<file path="config.mk">
export PLATFORM = sky130hd
export DESIGN_NAME = control_unit
export DESIGN_NICKNAME = d
export VERILOG_FILES = /design/src/cnn_ctrl_pkg.sv /design/src/inst_decoder.sv /design/src/ifmaps_sequencer.sv /design/src/weight_sequencer.sv /design/src/host_status.sv /design/src/control_unit.sv
export SDC_FILE = /design/constraint.sdc
export NUM_CORES = 1
export LEC_CHECK = 0
export BUFFER_PORTS_ARGS = -buffer_cell sky130_fd_sc_hd__buf_2
export CAP_MARGIN = 10
export CORE_AREA = 2 2 170 172
export DETAILED_ROUTE_END_ITERATION = 8
export DIE_AREA = 0 0 172 174
export MAX_ROUTING_LAYER = met4
export PLACE_DENSITY = 0.49
export SYNTH_ARGS = -nofsm -noshare
export SYNTH_HDL_FRONTEND = slang
export SYNTH_HIERARCHICAL = 1
export SYNTH_SLANG_ARGS = --single-unit
</file>
<file path="constraint.sdc">
create_clock -name clk -period 6.86 [get_ports clk]
set_clock_uncertainty 0.15 [all_clocks]
set_input_delay 1.372 -clock clk [delete_from_list [all_inputs] [get_ports clk]]
set_output_delay 1.372 -clock clk [all_outputs]
set_load 0.05 [all_outputs]
</file>
<file path="src/cnn_ctrl_pkg.sv">
`default_nettype none

package cnn_ctrl_pkg;

    //////////////////////////////////////////////////////////////////////
    // widths and codes
    //////////////////////////////////////////////////////////////////////

    localparam int word_w   = 32;
    localparam int mac_num  = 256;
    localparam int chan_w   = 12;
    localparam int pos_w    = 9;
    localparam int stride_w = 3;

    localparam logic [7:0] inst_compute_code      = 8'd87;
    localparam logic [7:0] inst_write_weight_code = 8'd12;

    // status word values seen by the host
    localparam logic [word_w-1:0] status_done     = word_w'(1);
    localparam logic [word_w-1:0] status_out_done = '1;

    //////////////////////////////////////////////////////////////////////
    // enums
    //////////////////////////////////////////////////////////////////////

    typedef enum logic [7:0] {
        op_none         = 8'd0,
        op_compute      = inst_compute_code,
        op_write_weight = inst_write_weight_code
    } opcode_e;

    // one-hot kernel size
    typedef enum logic [4:0] {
        k1 = 5'b00001,
        k2 = 5'b00010,
        k3 = 5'b00100,
        k4 = 5'b01000,
        k5 = 5'b10000
    } kernel_e;

    typedef enum logic [3:0] {
        if_idle,
        if_wait_row1, if_wait_row2, if_wait_row3, if_wait_row4, if_wait_row5,
        if_load_row1, if_load_row2, if_load_row3, if_load_row4, if_load_row5,
        if_compute,
        if_wait_step,
        if_load_step
    } ifmaps_state_e;

    typedef enum logic [4:0] {
        w_idle,
        w_reset_addr,
        w_k1_0,
        w_k2_0, w_k2_1,
        w_k3_0, w_k3_1, w_k3_2,
        w_k4_0, w_k4_1, w_k4_2, w_k4_3,
        w_k5_0, w_k5_1, w_k5_2, w_k5_3, w_k5_4,
        w_load_weight
    } weight_state_e;

    typedef enum logic [1:0] {
        ww_idle,
        ww_start,
        ww_wait,
        ww_finish
    } ww_state_e;

    //////////////////////////////////////////////////////////////////////
    // structs
    //////////////////////////////////////////////////////////////////////

    typedef struct packed {
        logic [chan_w-1:0]   input_channels;
        logic [chan_w-1:0]   output_channels;
        logic [pos_w-1:0]    out_width;
        logic [stride_w-1:0] stride;
        kernel_e             kernel;
    } layer_cfg_t;

    typedef struct packed {
        logic write_en;
        logic port_sel;
        logic add1;
        logic add2;
        logic transfer_start;
    } bram_ctrl_t;

endpackage

`default_nettype wire

</file>
<file path="src/inst_decoder.sv">
`timescale 1ns/100ps
`default_nettype none

module inst_decoder import cnn_ctrl_pkg::*; (
    input  logic               clk,
    input  logic               rst_n,
    input  logic [word_w-1:0]  reg_cmd,
    input  logic [word_w-1:0]  reg_shape,
    input  logic [word_w-1:0]  reg_kernel,
    output layer_cfg_t         layer_cfg,
    output logic               compute_on,
    output logic               write_on,
    output logic               compute_rise,
    output logic               write_rise,
    output logic [mac_num-1:0] mac_enable
);

    opcode_e opcode;
    logic    compute_q;
    logic    write_q;

    // field slicing
    assign opcode                    = opcode_e'(reg_cmd[7:0]);
    assign layer_cfg.input_channels  = reg_cmd[19:8];
    assign layer_cfg.output_channels = reg_cmd[31:20];
    assign layer_cfg.out_width       = reg_shape[10:2];
    assign layer_cfg.stride          = reg_shape[13:11];
    assign layer_cfg.kernel          = kernel_e'(reg_kernel[4:0]);

    assign compute_on = (opcode == op_compute);
    assign write_on   = (opcode == op_write_weight);

    // previous levels for edge detect
    always_ff @(posedge clk or negedge rst_n) begin
        if (!rst_n) begin
            compute_q <= 1'b0;
            write_q   <= 1'b0;
        end else begin
            compute_q <= compute_on;
            write_q   <= write_on;
        end
    end

    assign compute_rise = compute_on && !compute_q;
    assign write_rise   = write_on && !write_q;

    // one enable lane per input channel
    always_comb begin
        for (int i = 0; i < mac_num; i++) begin
            mac_enable[i] = (i < layer_cfg.input_channels);
        end
    end

    // sequencers decode the kernel as one-hot
    a_kernel_onehot: assert property (
        @(posedge clk) disable iff (!rst_n)
        compute_on |-> $onehot(layer_cfg.kernel)
    );

endmodule

`default_nettype wire

</file>
<file path="src/ifmaps_sequencer.sv">
`timescale 1ns/100ps
`default_nettype none

module ifmaps_sequencer import cnn_ctrl_pkg::*; (
    input  logic       clk,
    input  logic       rst_n,
    input  logic       compute_on,
    input  layer_cfg_t layer_cfg,
    input  logic       ifmaps_fifo_empty,
    input  logic       pixel_done,
    output logic       load_ifmaps,
    output logic       in_compute,
    output logic       row_start,
    output logic       layer_last
);

    ifmaps_state_e       state;
    logic [stride_w-1:0] stride_cnt;
    logic [pos_w-1:0]    col_cnt;
    logic [pos_w-1:0]    row_cnt;
    logic                row_end;
    logic                stride_last;
    logic                wait_hold;

    assign wait_hold   = ifmaps_fifo_empty;
    assign stride_last = (stride_w'(stride_cnt + 1'b1) == layer_cfg.stride);

    //////////////////////////////////////////////////////////////////////
    // row and stride load FSM
    //////////////////////////////////////////////////////////////////////

    always_ff @(posedge clk or negedge rst_n) begin
        if (!rst_n) begin
            state <= if_idle;
        end else if (!compute_on) begin
            state <= if_idle;
        end else begin
            case (state)
                if_idle:      state <= if_wait_row1;
                if_wait_row1: state <= wait_hold ? if_wait_row1 : if_load_row1;
                if_load_row1: state <= (layer_cfg.kernel == k1) ? if_compute : if_wait_row2;
                if_wait_row2: state <= wait_hold ? if_wait_row2 : if_load_row2;
                if_load_row2: state <= (layer_cfg.kernel == k2) ? if_compute : if_wait_row3;
                if_wait_row3: state <= wait_hold ? if_wait_row3 : if_load_row3;
                if_load_row3: state <= (layer_cfg.kernel == k3) ? if_compute : if_wait_row4;
                if_wait_row4: state <= wait_hold ? if_wait_row4 : if_load_row4;
                if_load_row4: state <= (layer_cfg.kernel == k4) ? if_compute : if_wait_row5;
                if_wait_row5: state <= wait_hold ? if_wait_row5 : if_load_row5;
                if_load_row5: state <= if_compute;
                if_compute: begin
                    if (pixel_done) begin
                        if (layer_last) begin
                            state <= if_idle;
                        end else if (row_end) begin
                            state <= if_wait_row1;
                        end else begin
                            state <= if_wait_step;
                        end
                    end
                end
                if_wait_step: state <= wait_hold ? if_wait_step : if_load_step;
                if_load_step: state <= stride_last ? if_compute : if_wait_step;
                default:      state <= if_idle;
            endcase
        end
    end

    assign load_ifmaps = state inside {if_load_row1, if_load_row2, if_load_row3,
                                       if_load_row4, if_load_row5, if_load_step};
    assign in_compute  = (state == if_compute);

    // stride loads since the last pixel
    always_ff @(posedge clk or negedge rst_n) begin
        if (!rst_n) begin
            stride_cnt <= '0;
        end else if (state == if_load_step) begin
            stride_cnt <= stride_w'(stride_cnt + 1'b1);
        end else if (state == if_compute) begin
            stride_cnt <= '0;
        end
    end

    //////////////////////////////////////////////////////////////////////
    // output position
    //////////////////////////////////////////////////////////////////////

    always_ff @(posedge clk or negedge rst_n) begin
        if (!rst_n) begin
            col_cnt <= '0;
            row_cnt <= '0;
        end else if (state == if_idle) begin
            col_cnt <= '0;
            row_cnt <= '0;
        end else if (in_compute && pixel_done) begin
            if (row_end) begin
                col_cnt <= '0;
                row_cnt <= pos_w'(row_cnt + 1'b1);
            end else begin
                col_cnt <= pos_w'(col_cnt + 1'b1);
            end
        end
    end

    assign row_end    = (col_cnt == pos_w'(layer_cfg.out_width - 1'b1));
    assign row_start  = (col_cnt == '0);
    assign layer_last = row_end && (row_cnt == pos_w'(layer_cfg.out_width - 1'b1));

    a_no_load_on_empty: assert property (
        @(posedge clk) disable iff (!rst_n)
        load_ifmaps |-> !ifmaps_fifo_empty
    );

endmodule

`default_nettype wire

</file>
<file path="src/weight_sequencer.sv">
`timescale 1ns/100ps
`default_nettype none

module weight_sequencer import cnn_ctrl_pkg::*; (
    input  logic       clk,
    input  logic       rst_n,
    input  logic       compute_on,
    input  logic       in_compute,
    input  layer_cfg_t layer_cfg,
    input  logic       weight_valid,
    output logic       load_weight_preload,
    output logic       load_weight,
    output logic       pixel_done,
    output bram_ctrl_t bram_read
);

    weight_state_e     state;
    logic [chan_w-1:0] filter_cnt;
    logic              last_filter;
    logic              read_step;
    logic              pass_step;
    logic              wide_add1;
    logic              wide_add2;

    // first preload step of a filter for the given kernel
    function automatic weight_state_e first_step(input kernel_e k);
        case (k)
            k2:      return w_k2_0;
            k3:      return w_k3_0;
            k4:      return w_k4_0;
            k5:      return w_k5_0;
            default: return w_k1_0;
        endcase
    endfunction

    //////////////////////////////////////////////////////////////////////
    // preload FSM
    //////////////////////////////////////////////////////////////////////

    always_ff @(posedge clk or negedge rst_n) begin
        if (!rst_n) begin
            state <= w_idle;
        end else if (!compute_on) begin
            state <= w_idle;
        end else begin
            case (state)
                w_idle:        state <= in_compute ? w_reset_addr : w_idle;
                w_reset_addr:  state <= first_step(layer_cfg.kernel);
                w_k1_0:        state <= weight_valid ? w_load_weight : w_k1_0;
                w_k2_0:        state <= weight_valid ? w_k2_1 : w_k2_0;
                w_k2_1:        state <= w_load_weight;
                w_k3_0:        state <= weight_valid ? w_k3_1 : w_k3_0;
                w_k3_1:        state <= w_k3_2;
                w_k3_2:        state <= weight_valid ? w_load_weight : w_k3_2;
                w_k4_0:        state <= weight_valid ? w_k4_1 : w_k4_0;
                w_k4_1:        state <= w_k4_2;
                w_k4_2:        state <= weight_valid ? w_k4_3 : w_k4_2;
                w_k4_3:        state <= w_load_weight;
                w_k5_0:        state <= weight_valid ? w_k5_1 : w_k5_0;
                w_k5_1:        state <= w_k5_2;
                w_k5_2:        state <= weight_valid ? w_k5_3 : w_k5_2;
                w_k5_3:        state <= w_k5_4;
                w_k5_4:        state <= weight_valid ? w_load_weight : w_k5_4;
                w_load_weight: state <= last_filter ? w_idle : first_step(layer_cfg.kernel);
                default:       state <= w_idle;
            endcase
        end
    end

    // read steps wait on the BRAM, pass steps take the other port
    assign read_step = state inside {w_k1_0, w_k2_0, w_k3_0, w_k3_2, w_k4_0,
                                     w_k4_2, w_k5_0, w_k5_2, w_k5_4};
    assign pass_step = state inside {w_k2_1, w_k3_1, w_k4_1, w_k4_3, w_k5_1, w_k5_3};

    assign load_weight_preload = (read_step && weight_valid) || pass_step;
    assign load_weight         = (state == w_load_weight);

    //////////////////////////////////////////////////////////////////////
    // filter count
    //////////////////////////////////////////////////////////////////////

    always_ff @(posedge clk or negedge rst_n) begin
        if (!rst_n) begin
            filter_cnt <= '0;
        end else if (state == w_idle) begin
            filter_cnt <= '0;
        end else if (load_weight) begin
            filter_cnt <= chan_w'(filter_cnt + 1'b1);
        end
    end

    assign last_filter = (chan_w'(filter_cnt + 1'b1) == layer_cfg.output_channels);
    assign pixel_done  = load_weight && last_filter;

    // address strobes
    assign wide_add1 = (load_weight && layer_cfg.kernel inside {k1, k5})
                       || state inside {w_k3_2, w_k5_4};
    assign wide_add2 = (load_weight && layer_cfg.kernel inside {k2, k4})
                       || state inside {w_k3_1, w_k4_0, w_k5_0, w_k5_2};

    assign bram_read = '{
        write_en:       1'b0,
        port_sel:       pass_step,
        add1:           weight_valid && wide_add1,
        add2:           weight_valid && wide_add2,
        transfer_start: (state == w_reset_addr)
    };

    a_load_not_with_preload: assert property (
        @(posedge clk) disable iff (!rst_n)
        !(load_weight && load_weight_preload)
    );

endmodule

`default_nettype wire

</file>
<file path="src/host_status.sv">
`timescale 1ns/100ps
`default_nettype none

module host_status import cnn_ctrl_pkg::*; (
    input  logic              clk,
    input  logic              rst_n,
    input  logic              write_on,
    input  logic              compute_rise,
    input  logic              write_rise,
    input  logic              write_weight_finish,
    input  logic              output_finish,
    input  logic              pixel_done,
    input  logic              layer_last,
    input  bram_ctrl_t        bram_read,
    output bram_ctrl_t        bram_ctrl,
    output logic              axis_en,
    output logic              axis_clear,
    output logic              layer_finish,
    output logic [word_w-1:0] reg_status
);

    ww_state_e ww_state;
    logic      layer_end;
    logic      inst_rise;
    logic      clear_q;

    assign layer_end = pixel_done && layer_last;
    assign inst_rise = compute_rise || write_rise;

    //////////////////////////////////////////////////////////////////////
    // weight write FSM
    //////////////////////////////////////////////////////////////////////

    always_ff @(posedge clk or negedge rst_n) begin
        if (!rst_n) begin
            ww_state <= ww_idle;
        end else if (!write_on) begin
            ww_state <= ww_idle;
        end else begin
            case (ww_state)
                ww_idle:   ww_state <= ww_start;
                ww_start:  ww_state <= ww_wait;
                ww_wait:   ww_state <= write_weight_finish ? ww_finish : ww_wait;
                ww_finish: ww_state <= ww_finish;
                default:   ww_state <= ww_idle;
            endcase
        end
    end

    // read strobes pass through, write side merged in
    assign bram_ctrl = '{
        write_en:       (ww_state != ww_idle),
        port_sel:       bram_read.port_sel,
        add1:           bram_read.add1,
        add2:           bram_read.add2,
        transfer_start: bram_read.transfer_start || (ww_state == ww_start)
    };

    //////////////////////////////////////////////////////////////////////
    // stream levels and status
    //////////////////////////////////////////////////////////////////////

    always_ff @(posedge clk or negedge rst_n) begin
        if (!rst_n) begin
            axis_en <= 1'b0;
            clear_q <= 1'b0;
        end else begin
            clear_q <= write_weight_finish;
            if (layer_end || write_weight_finish) begin
                axis_en <= 1'b0;
            end else if (inst_rise) begin
                axis_en <= 1'b1;
            end
        end
    end

    assign axis_clear   = clear_q || compute_rise;
    assign layer_finish = layer_end;

    // write finish wins over output finish, clear is last
    always_ff @(posedge clk or negedge rst_n) begin
        if (!rst_n) begin
            reg_status <= '0;
        end else if (write_weight_finish) begin
            reg_status <= status_done;
        end else if (output_finish) begin
            reg_status <= status_out_done;
        end else if (inst_rise) begin
            reg_status <= '0;
        end
    end

endmodule

`default_nettype wire

</file>
<file path="src/control_unit.sv">
`timescale 1ns/100ps
`default_nettype none

module control_unit import cnn_ctrl_pkg::*; (
    input  logic               clk,
    input  logic               rst_n,
    input  logic [word_w-1:0]  reg_cmd,
    input  logic [word_w-1:0]  reg_shape,
    input  logic [word_w-1:0]  reg_kernel,
    input  logic               ifmaps_fifo_empty,
    input  logic               weight_valid,
    input  logic               write_weight_finish,
    input  logic               output_finish,
    output layer_cfg_t         layer_cfg,
    output logic [mac_num-1:0] mac_enable,
    output logic               load_ifmaps,
    output logic               load_weight_preload,
    output logic               load_weight,
    output bram_ctrl_t         bram_ctrl,
    output logic               axis_en,
    output logic               axis_clear,
    output logic               layer_finish,
    output logic [word_w-1:0]  reg_status
);

    logic       compute_on;
    logic       write_on;
    logic       compute_rise;
    logic       write_rise;
    logic       in_compute;
    logic       layer_last;
    logic       pixel_done;
    bram_ctrl_t bram_read;

    inst_decoder i_inst_decoder (
        .clk          (clk),
        .rst_n        (rst_n),
        .reg_cmd      (reg_cmd),
        .reg_shape    (reg_shape),
        .reg_kernel   (reg_kernel),
        .layer_cfg    (layer_cfg),
        .compute_on   (compute_on),
        .write_on     (write_on),
        .compute_rise (compute_rise),
        .write_rise   (write_rise),
        .mac_enable   (mac_enable)
    );

    // row_start stays inside the sequencer
    ifmaps_sequencer i_ifmaps_sequencer (
        .clk               (clk),
        .rst_n             (rst_n),
        .compute_on        (compute_on),
        .layer_cfg         (layer_cfg),
        .ifmaps_fifo_empty (ifmaps_fifo_empty),
        .pixel_done        (pixel_done),
        .load_ifmaps       (load_ifmaps),
        .in_compute        (in_compute),
        .row_start         (),
        .layer_last        (layer_last)
    );

    weight_sequencer i_weight_sequencer (
        .clk                 (clk),
        .rst_n               (rst_n),
        .compute_on          (compute_on),
        .in_compute          (in_compute),
        .layer_cfg           (layer_cfg),
        .weight_valid        (weight_valid),
        .load_weight_preload (load_weight_preload),
        .load_weight         (load_weight),
        .pixel_done          (pixel_done),
        .bram_read           (bram_read)
    );

    host_status i_host_status (
        .clk                 (clk),
        .rst_n               (rst_n),
        .write_on            (write_on),
        .compute_rise        (compute_rise),
        .write_rise          (write_rise),
        .write_weight_finish (write_weight_finish),
        .output_finish       (output_finish),
        .pixel_done          (pixel_done),
        .layer_last          (layer_last),
        .bram_read           (bram_read),
        .bram_ctrl           (bram_ctrl),
        .axis_en             (axis_en),
        .axis_clear          (axis_clear),
        .layer_finish        (layer_finish),
        .reg_status          (reg_status)
    );

endmodule

`default_nettype wire

</file>
# ---- Word level (Yosys, flattened, before mapping)
# Cells that the tools add are included.
dict set report word_totals {
  input_bits 102
  reg_bits 80
}
dict set report classes {
  eq_ne 45
  mux 48
  magnitude_cmp 256
  n_reduce_logical 39
  add_sub_neg 5
}
# op n
set ops {}
lappend ops {{8-bit by 12-bit < comparator with 1-bit output, first input constant} 128}
lappend ops {{7-bit by 12-bit < comparator with 1-bit output, first input constant} 64}
lappend ops {{6-bit by 12-bit < comparator with 1-bit output, first input constant} 32}
lappend ops {{5-bit by 12-bit < comparator with 1-bit output, first input constant} 16}
lappend ops {{4-bit by 12-bit < comparator with 1-bit output, first input constant} 8}
lappend ops {{32-bit 2-to-1 mux} 3}
lappend ops {{5-bit case mux with 17 select lines} 1}
lappend ops {{4-bit case mux with 14 select lines} 1}
lappend ops {{9-bit 2-to-1 mux} 6}
lappend ops {{3-bit by 12-bit < comparator with 1-bit output, first input constant} 4}
lappend ops {{4-bit 2-to-1 mux} 12}
lappend ops {{5-bit by 4-bit == test with 1-bit output, second input constant} 9}
lappend ops {{5-bit by 3-bit == test with 1-bit output, second input constant} 5}
lappend ops {{4-bit == test, second input constant} 6}
lappend ops {{1-bit by 12-bit < comparator with 1-bit output, first input constant} 2}
lappend ops {{2-bit by 12-bit < comparator with 1-bit output, first input constant} 2}
lappend ops {{12-bit 2-to-1 mux} 2}
lappend ops {{9-bit by 1-bit adder with 9-bit output, second input constant} 2}
lappend ops {{9-bit == test} 2}
lappend ops {{3-bit 2-to-1 mux} 6}
lappend ops {{2-bit nonzero test} 9}
lappend ops {{4-bit by 3-bit == test with 1-bit output, second input constant} 4}
lappend ops {{4-bit case mux with 4 select lines} 1}
lappend ops {{5-bit by 2-bit == test with 1-bit output, second input constant} 3}
lappend ops {{30 further kinds} 65}

# ---- Longest topological paths before layout
# Gate-level depths: netlist of the first run.
dict set report depth {
  ltp_word 7
  mapped_depth 13
  mapped_depth_nobuf 12
}

# ---- Cells and area by module
# Netlist of the first run, hierarchy kept.
# mod cells_per_inst seq_area_each_um2 area_each_um2 instances
set by_module_without_submodules {}
lappend by_module_without_submodules {inst_decoder 495 50.0 2588.7 1}
lappend by_module_without_submodules {ifmaps_sequencer 284 625.6 2253.4 1}
lappend by_module_without_submodules {weight_sequencer 215 425.4 1649.1 1}
lappend by_module_without_submodules {host_status 54 150.1 490.5 1}

# ---- Worst setup path after synthesis of the first run
# Ideal clock, no wire load.
dict set report synth_path {
  kind {input-to-output}
  startpoint {in reg_shape[2]}
  endpoint {out layer_finish}
  required_time_ns 5.338
  t_arrival_ns 3.857
  setup_slack_ns 1.481
  n_path_buf 2
  path_stages 11
  path_cell_list {buf_4 > inv_1 > ha_1 > nor3b_2 > mux2i_1 > nor3b_1 > o311ai_1 > clkbuf_1 > nor2_1 > and2_1 > and2_1}
}
dict set report synth_via {
  elab_chain_cells 4
  word_cells_on_any_way 5
  cone_classes {add/sub (1); eq/ne (2); reduce/logical (2)}
}
# element line_no
set synth_lines {}
lappend synth_lines {{start: declaration} control_unit.sv:8} ;# input logic [word_w-1:0] reg_shape,
lappend synth_lines {{9-bit by 1-bit subtractor with 9-bit output (*)} {ifmaps_sequencer.sv:104, ifmaps_sequencer.sv:106}}
lappend synth_lines {{9-bit == test, on equally long branches} {ifmaps_sequencer.sv:104, ifmaps_sequencer.sv:106}}
lappend synth_lines {{1-bit logical AND (*)} ifmaps_sequencer.sv:106} ;# assign layer_last = row_end && (row_cnt == pos_w'(layer_cfg.out_width - 1'b1));
lappend synth_lines {{named net layer_last} control_unit.sv:31} ;# logic layer_last;
lappend synth_lines {{1-bit logical AND (*)} host_status.sv:27} ;# assign layer_end = pixel_done && layer_last;
lappend synth_lines {{end: declaration} control_unit.sv:22} ;# output logic layer_finish,
# Mark *: on every way through the listed nets, which the timed path passes. The rest lies on a longest branch.

# ---- Worst setup path in the final report of the first run
# Ends and elaborated chain as after synthesis.

==> run_results.csv, run 1 <==
group,metric,value,unit
worst_setup_path,crit_start,"reg_shape[2]",
worst_setup_path,arrival,4.22,ns
worst_setup_path,timing.rr.end,"i_ifmaps_sequencer/col_cnt[2]",
worst_setup_path,worstSetupEndpointType,"output port",
grt,grt_max_degree,72,
clock_tree,clk_pin_slew,0.07,ns
drt,vias,8524,
die,die_area,29930,um2
grt,gr-total-overflow,0,
cells_and_area,fin_nets,1386,
die,die_w,172,um
yosys,syn_area,6950,um2
worst_setup_path,r2r_slack,3.20,ns
clock_tree,postCtsHoldBufs,0,
cells_and_area,stdcell_area,8651,um2
status,status,"complete, no violations",
clock_tree,cts_max_level,2,
drt,wl,29280,um
placement,dp_hpwl,22190,um
placement,io_buffers,394,
die,die_h,174,um
timing,slew_violations,0,
drt,drc,0,
clock_tree,cts_num_sinks,50,
timing,finalSetupTns,0,ns
cells_and_area,layout_commonest_cell,"buf_2",
die,std_cell_rows,62,
drt,wl_met3,2069,um
clock_tree,cts_setup_buffers,0,
worst_setup_path,timing.rr.start,"i_weight_sequencer/filter_cnt[0]",
timing,rsz0062_at_grt,"false",
drt,met1_length,12320,um
grt,antenna_found_initial,1,
grt,grt_pass1_vias,7438,
clock_tree,cts_resized,0,
drt,highest_layer,"met4",
drt,firstDrtPassIters,6,
pwr,peakVddDrop,113.0,uV
yosys,yosysWarningCount,6,
timing,fin_crit_sh,83.68,%
cells_and_area,final_cells,1663,
timing,hold_violations,0,
pwr,power,0.9747,mW
cells_and_area,antenna_cells,0,
grt,grt_pass1_wl,43130,um
timing,worst_pin_slew,1.197,ns
clock_tree,insertion_delay,0.30,ns
worst_setup_path,cp-endpoint,"layer_finish",
timing,period_needed,5.741,ns
cells_and_area,area_delta_synth_final,24.46,%
die,start_util,24.61,%
yosys,synth_cells,1043,
timing,setup_viol,0,
clock_tree,cts_buffer_depth,2,
die,core-area,28240,um2
drt,ant_nets,0,
min_path,holdPathStages,1,
placement,dpl.cell_count,1655,
placement,gp_congestion,0.8626,
min_path,hp-class,"flop to flop",
cells_and_area,drive_gt1_share,34.79,%
flow_run,maxCapViolCount,0,
timing,relSlewSlack,20.22,%
pwr,power_density,112.7,nW/um2
die,pin_count,442,
timing,fmax,0.1742,GHz
yosys,syn_nets,1151,
worst_setup_path,cp.required,5.34,ns
worst_setup_path,startpoint_type,"primary input",
placement,placed_cell_area,8499,um2
worst_setup_path,critPathKind,"primary input to output port",
cells_and_area,final_cell_mix,"buf_2, o21ai_0, nand2_1",
pwr,power.leakage,3.324,nW
clock_tree,numCtsBuffers,5,
drt,wl_met2,14200,um
worst_setup_path,rr_worst_depth,10,
clock_tree,root_buffer,"clkbuf_16",
cells_and_area,fill_cells,3197,
grt,grt_usage,18.55,%
clock_tree,cts_tree,"built",
drt,via_per_inst,5.126,
drt,drt_iter0_drc,584,
worst_setup_path,worstPathMaxFanout,6,
yosys,synth.avg_cell_area,6.664,um2
drt,wire_per_inst,17.60,um
==> where the power goes <==
part / switching (mW) / internal [mW] / leakage, nW / total (mW)
sequential: 0.00240 / 0.295 / 0.690 / 0.298
combinational: 0.328 / 0.0797 / 2.56 / 0.408
clock: 0.124 / 0.145 / 0.0729 / 0.269
total: 0.455 / 0.520 / 3.32 / 0.975
==> flip-flops by register name, indices dropped and copies added, names as in the netlist <==
| register | flops |
|---|---|
| i_host_status/reg_status | 2 |
| i_host_status/clear_q | 1 |
| i_inst_decoder/compute_q | 1 |
| i_inst_decoder/write_q | 1 |
| i_ifmaps_sequencer/state | 4 |
| i_ifmaps_sequencer/col_cnt | 9 |
| i_weight_sequencer/state | 5 |
| i_ifmaps_sequencer/stride_cnt | 3 |
| i_weight_sequencer/filter_cnt | 12 |
| i_host_status/ww_state | 2 |
| i_host_status/axis_en | 1 |
| i_ifmaps_sequencer/row_cnt | 9 |
==> critical path, stage by stage <==
cell and delay, ns:
buf_2 0.14, inv_1 0.06, ha_1 0.17, nor3b_2 0.45
nor3b_1 0.32, nand3_1 0.11, o21a_1 0.12, a2111oi_0 0.73
and2_1 0.24, and2_1 0.21, buf_2 0.29
==> per-stage QoR <==
step | worst slack [ns] | utilization [%] | hold slack (ns)
final | 1.119 | 30.64 | 0.3340
after global routing | 0.8462 | 30.64 | 0.3673
after global placement | 1.075 | 30.10 | 0.3219
after detailed placement | 1.061 | 30.10 | 0.3239
after CTS | 1.055 | 30.64 | 0.3405
after floorplan | 1.481 | - | 0.3197
==> worst min-delay path by stage <==
stage	startpoint	slack (ns)	end
5_1_grt	i_host_status/reg_status[0]	0.37	i_host_status/reg_status[0]
2_1_floorplan	i_ifmaps_sequencer/row_cnt[8]	0.32	i_ifmaps_sequencer/row_cnt[8]
4_1_cts	i_host_status/reg_status[0]	0.34	i_host_status/reg_status[0]
6_report	i_host_status/reg_status[0]	0.33	i_host_status/reg_status[0]
3_3_place_gp	i_host_status/reg_status[0]	0.32	i_host_status/reg_status[0]
3_5_place_dp	i_host_status/reg_status[0]	0.32	i_host_status/reg_status[0]
==> layer usage <==
| metal | track usage, % | up-vias |
|---|---|---|
| met5 | - | - |
| met4 | 4.412 | 0 |
| met1 | 22.88 | 4031 |
| met2 | 31.78 | 393 |
| met3 | 2.687 | 37 |
| li1 | - | 4063 |
==> cell type report <==
class | count | area [um2] | area share (%)
clock inverters | 2 | 12.51 | 0.1446
multi-input cells | 792 | 4631 | 53.53
well taps | 384 | 480.5 | 5.554
repair buffers | 403 | 2039 | 23.58
flip-flops and latches | 50 | 1251 | 14.46
clock buffers | 6 | 138.9 | 1.605
inverters | 26 | 97.59 | 1.128
No activity file was read; power rests on OpenSTA's default activity.
==> inputs of run 2 (changes only) <==
CORE_AREA = 2 2 171 173   (was 2 2 170 172)
DIE_AREA = 0 0 173 175   (was 0 0 172 174)
PLACE_DENSITY = 0.48   (was 0.49)
clock period = 5.8 ns   (was 6.86 ns; I/O delays follow)
==> run_results.csv, run 2 (synthesized netlist as in run 1, its figures left out) <==
group,metric,value,unit
status,status,"complete, no violations",
worst_setup_path,cp.required,4.49,ns
timing,fmax,0.1994,GHz
grt,gr-total-overflow,0,
timing,relSlewSlack,21.50,%
die,std_cell_rows,62,
min_path,hp-class,"flop to flop",
worst_setup_path,path_buf_inv,3,
cells_and_area,fill_cells,3245,
drt,wl,30680,um
worst_setup_path,crit_family,"simple AND/OR/NAND/NOR gates",
die,core-area,28390,um2
min_path,hold_end,"i_host_status/reg_status[0]",
clock_tree,root_buffer,"clkbuf_16",
pwr,power.leakage,3.361,nW
worst_setup_path,critPathKind,"primary input to output port",
grt,grt_usage,19.49,%
cells_and_area,stdcell_area,8702,um2
placement,dp_hpwl,23080,um
clock_tree,insertion_delay,0.30,ns
drt,vias,8552,
grt,grt_max_degree,72,
timing,setup_viol,0,
die,die_h,175,um
worst_setup_path,critical_path.max_stage_delay,0.56,ns
flow_run,maxCapViolCount,0,
grt,grt_pass1_vias,7407,
die,die_w,173,um
cells_and_area,drive_gt1_share,34.89,%
cells_and_area,largestRegisters,"i_weight_sequencer/filter_cnt x12, i_ifmaps_sequencer/col_cnt x9, i_ifmaps_sequencer/row_cnt x9",
min_path,hold_start,"i_host_status/reg_status[0]",
clock_tree,cts_tree,"built",
timing,hold_violations,0,
placement,placed_cell_area,8533,um2
worst_setup_path,worstPathMaxFanout,6,
timing,finalSetupTns,0,ns
placement,io_buffers,394,
pwr,power_density,136.4,nW/um2
cells_and_area,largest_register,"i_weight_sequencer/filter_cnt",
cells_and_area,fin_nets,1391,
clock_tree,cts_max_level,2,
worst_setup_path,worstPathCellList,"buf_2, inv_1, ha_1, nor3b_2, nor3b_1, nand3_1, o21a_1, a2111oi_0, and2_1, and2_1, buf_2",
die,start_util,24.48,%
timing,period_needed,5.014,ns
timing,slew_violations,0,
min_path,holdPathStages,1,
drt,wire_per_inst,18.39,um
worst_setup_path,crit_slowest_cell,"a2111oi_0",
cells_and_area,final_cell_mix,"buf_2, o21ai_0, nand2_1",
clock_tree,clk_pin_slew,0.07,ns
timing,setup_slack,0.7859,ns
clock_tree,cts_setup_buffers,0,
die,pin_count,442,
worst_setup_path,rr_worst_depth,10,
cells_and_area,largest_reg_flops,12,
worst_setup_path,startpoint_type,"primary input",
cells_and_area,area_delta_synth_final,25.20,%
pwr,peakVddDrop,100.2,uV
drt,firstDrtPassIters,5,
grt,antenna_found_initial,0,
timing,worst_pin_slew,1.170,ns
worst_setup_path,arrival,3.70,ns
drt,via_per_inst,5.127,
placement,gp_congestion,0.8567,
cells_and_area,antenna_cells,0,
worst_setup_path,timing.rr.start,"i_weight_sequencer/filter_cnt[0]",
clock_tree,numCtsBuffers,5,
drt,ant_nets,0,
worst_setup_path,timing.rr.end,"i_ifmaps_sequencer/col_cnt[2]",
drt,drc,0,
grt,grt_pass1_wl,46010,um
placement,dp_slack,0.7462,ns
drt,drt_iter0_drc,697,
clock_tree,postCtsHoldBufs,0,
die,die_area,30280,um2
worst_setup_path,r2r_slack,2.06,ns
clock_tree,cts_num_sinks,50,
timing,fin_crit_sh,86.45,%
clock_tree,cts_resized,0,
clock_tree,cts_buffer_depth,2,
timing,rsz0062_at_grt,"false",
cells_and_area,layout_commonest_cell,"buf_2",
worst_setup_path,worstSetupEndpointType,"output port",
[run 2: worst max path at each step]
| stage | from | depth (start not counted) | slack, ns | end |
|---|---|---|---|---|
| finish | reg_shape[2] | 11 | 0.79 | layer_finish |
| global placement | reg_shape[2] | 11 | 0.82 | layer_finish |
| detailed placement | reg_shape[2] | 11 | 0.75 | layer_finish |
| CTS | reg_shape[2] | 11 | 0.74 | layer_finish |
| floorplan | reg_shape[2] | 11 | 0.85 | layer_finish |
| global route | reg_shape[2] | 11 | 0.39 | layer_finish |
[run 2: area by class of cell]
cell class | instances | area, um2 | share of cell area [%]
multi-input combinational | 792 | 4627 | 53.17
clock inverter | 3 | 43.79 | 0.5032
inverter | 26 | 97.59 | 1.121
sequential | 50 | 1251 | 14.38
tap | 384 | 480.5 | 5.521
clock buffer | 5 | 125.1 | 1.438
timing repair buffer | 408 | 2077 | 23.87
[run 2: worst reg2reg max path, stage by stage, from the launching register on]
cell	delay (ns)
dfrtp_1	0.47
ha_1	0.30
and3_2	0.27
and3_1	0.25
mux2i_1	0.19
nor4b_2	0.23
nand4_2	0.21
nor2_1	0.33
nand2_1	0.31
nor3_1	0.73
nor3_1	0.15
[run 2: per-layer routing]
metal | GRT usage, % | share of wire (%)
met5 | - | 0
met4 | 4.590 | 1.7
met3 | 2.023 | 5.2
met2 | 33.50 | 50
met1 | 24.58 | 43
[run 2: power by group]
group / switching (mW) / internal (mW)
Clock: 0.143 / 0.205
Combinational: 0.392 / 0.0955
Sequential: 0.00328 / 0.349
[run 2: per-stage QoR]
stage / power (mW) / hold WS (ns) / util (%) / instances
after detailed placement: 0.8452 / 0.3291 / 30.05 / 1660
after global placement: 0.8445 / 0.3346 / 30.05 / 1660
after floorplan: 0.7470 / 0.3197 / - / 1043
after global routing: 1.236 / 0.3739 / 30.65 / 1668
after CTS: 1.199 / 0.3488 / 30.65 / 1668
final: 1.187 / 0.3431 / 30.65 / 1668
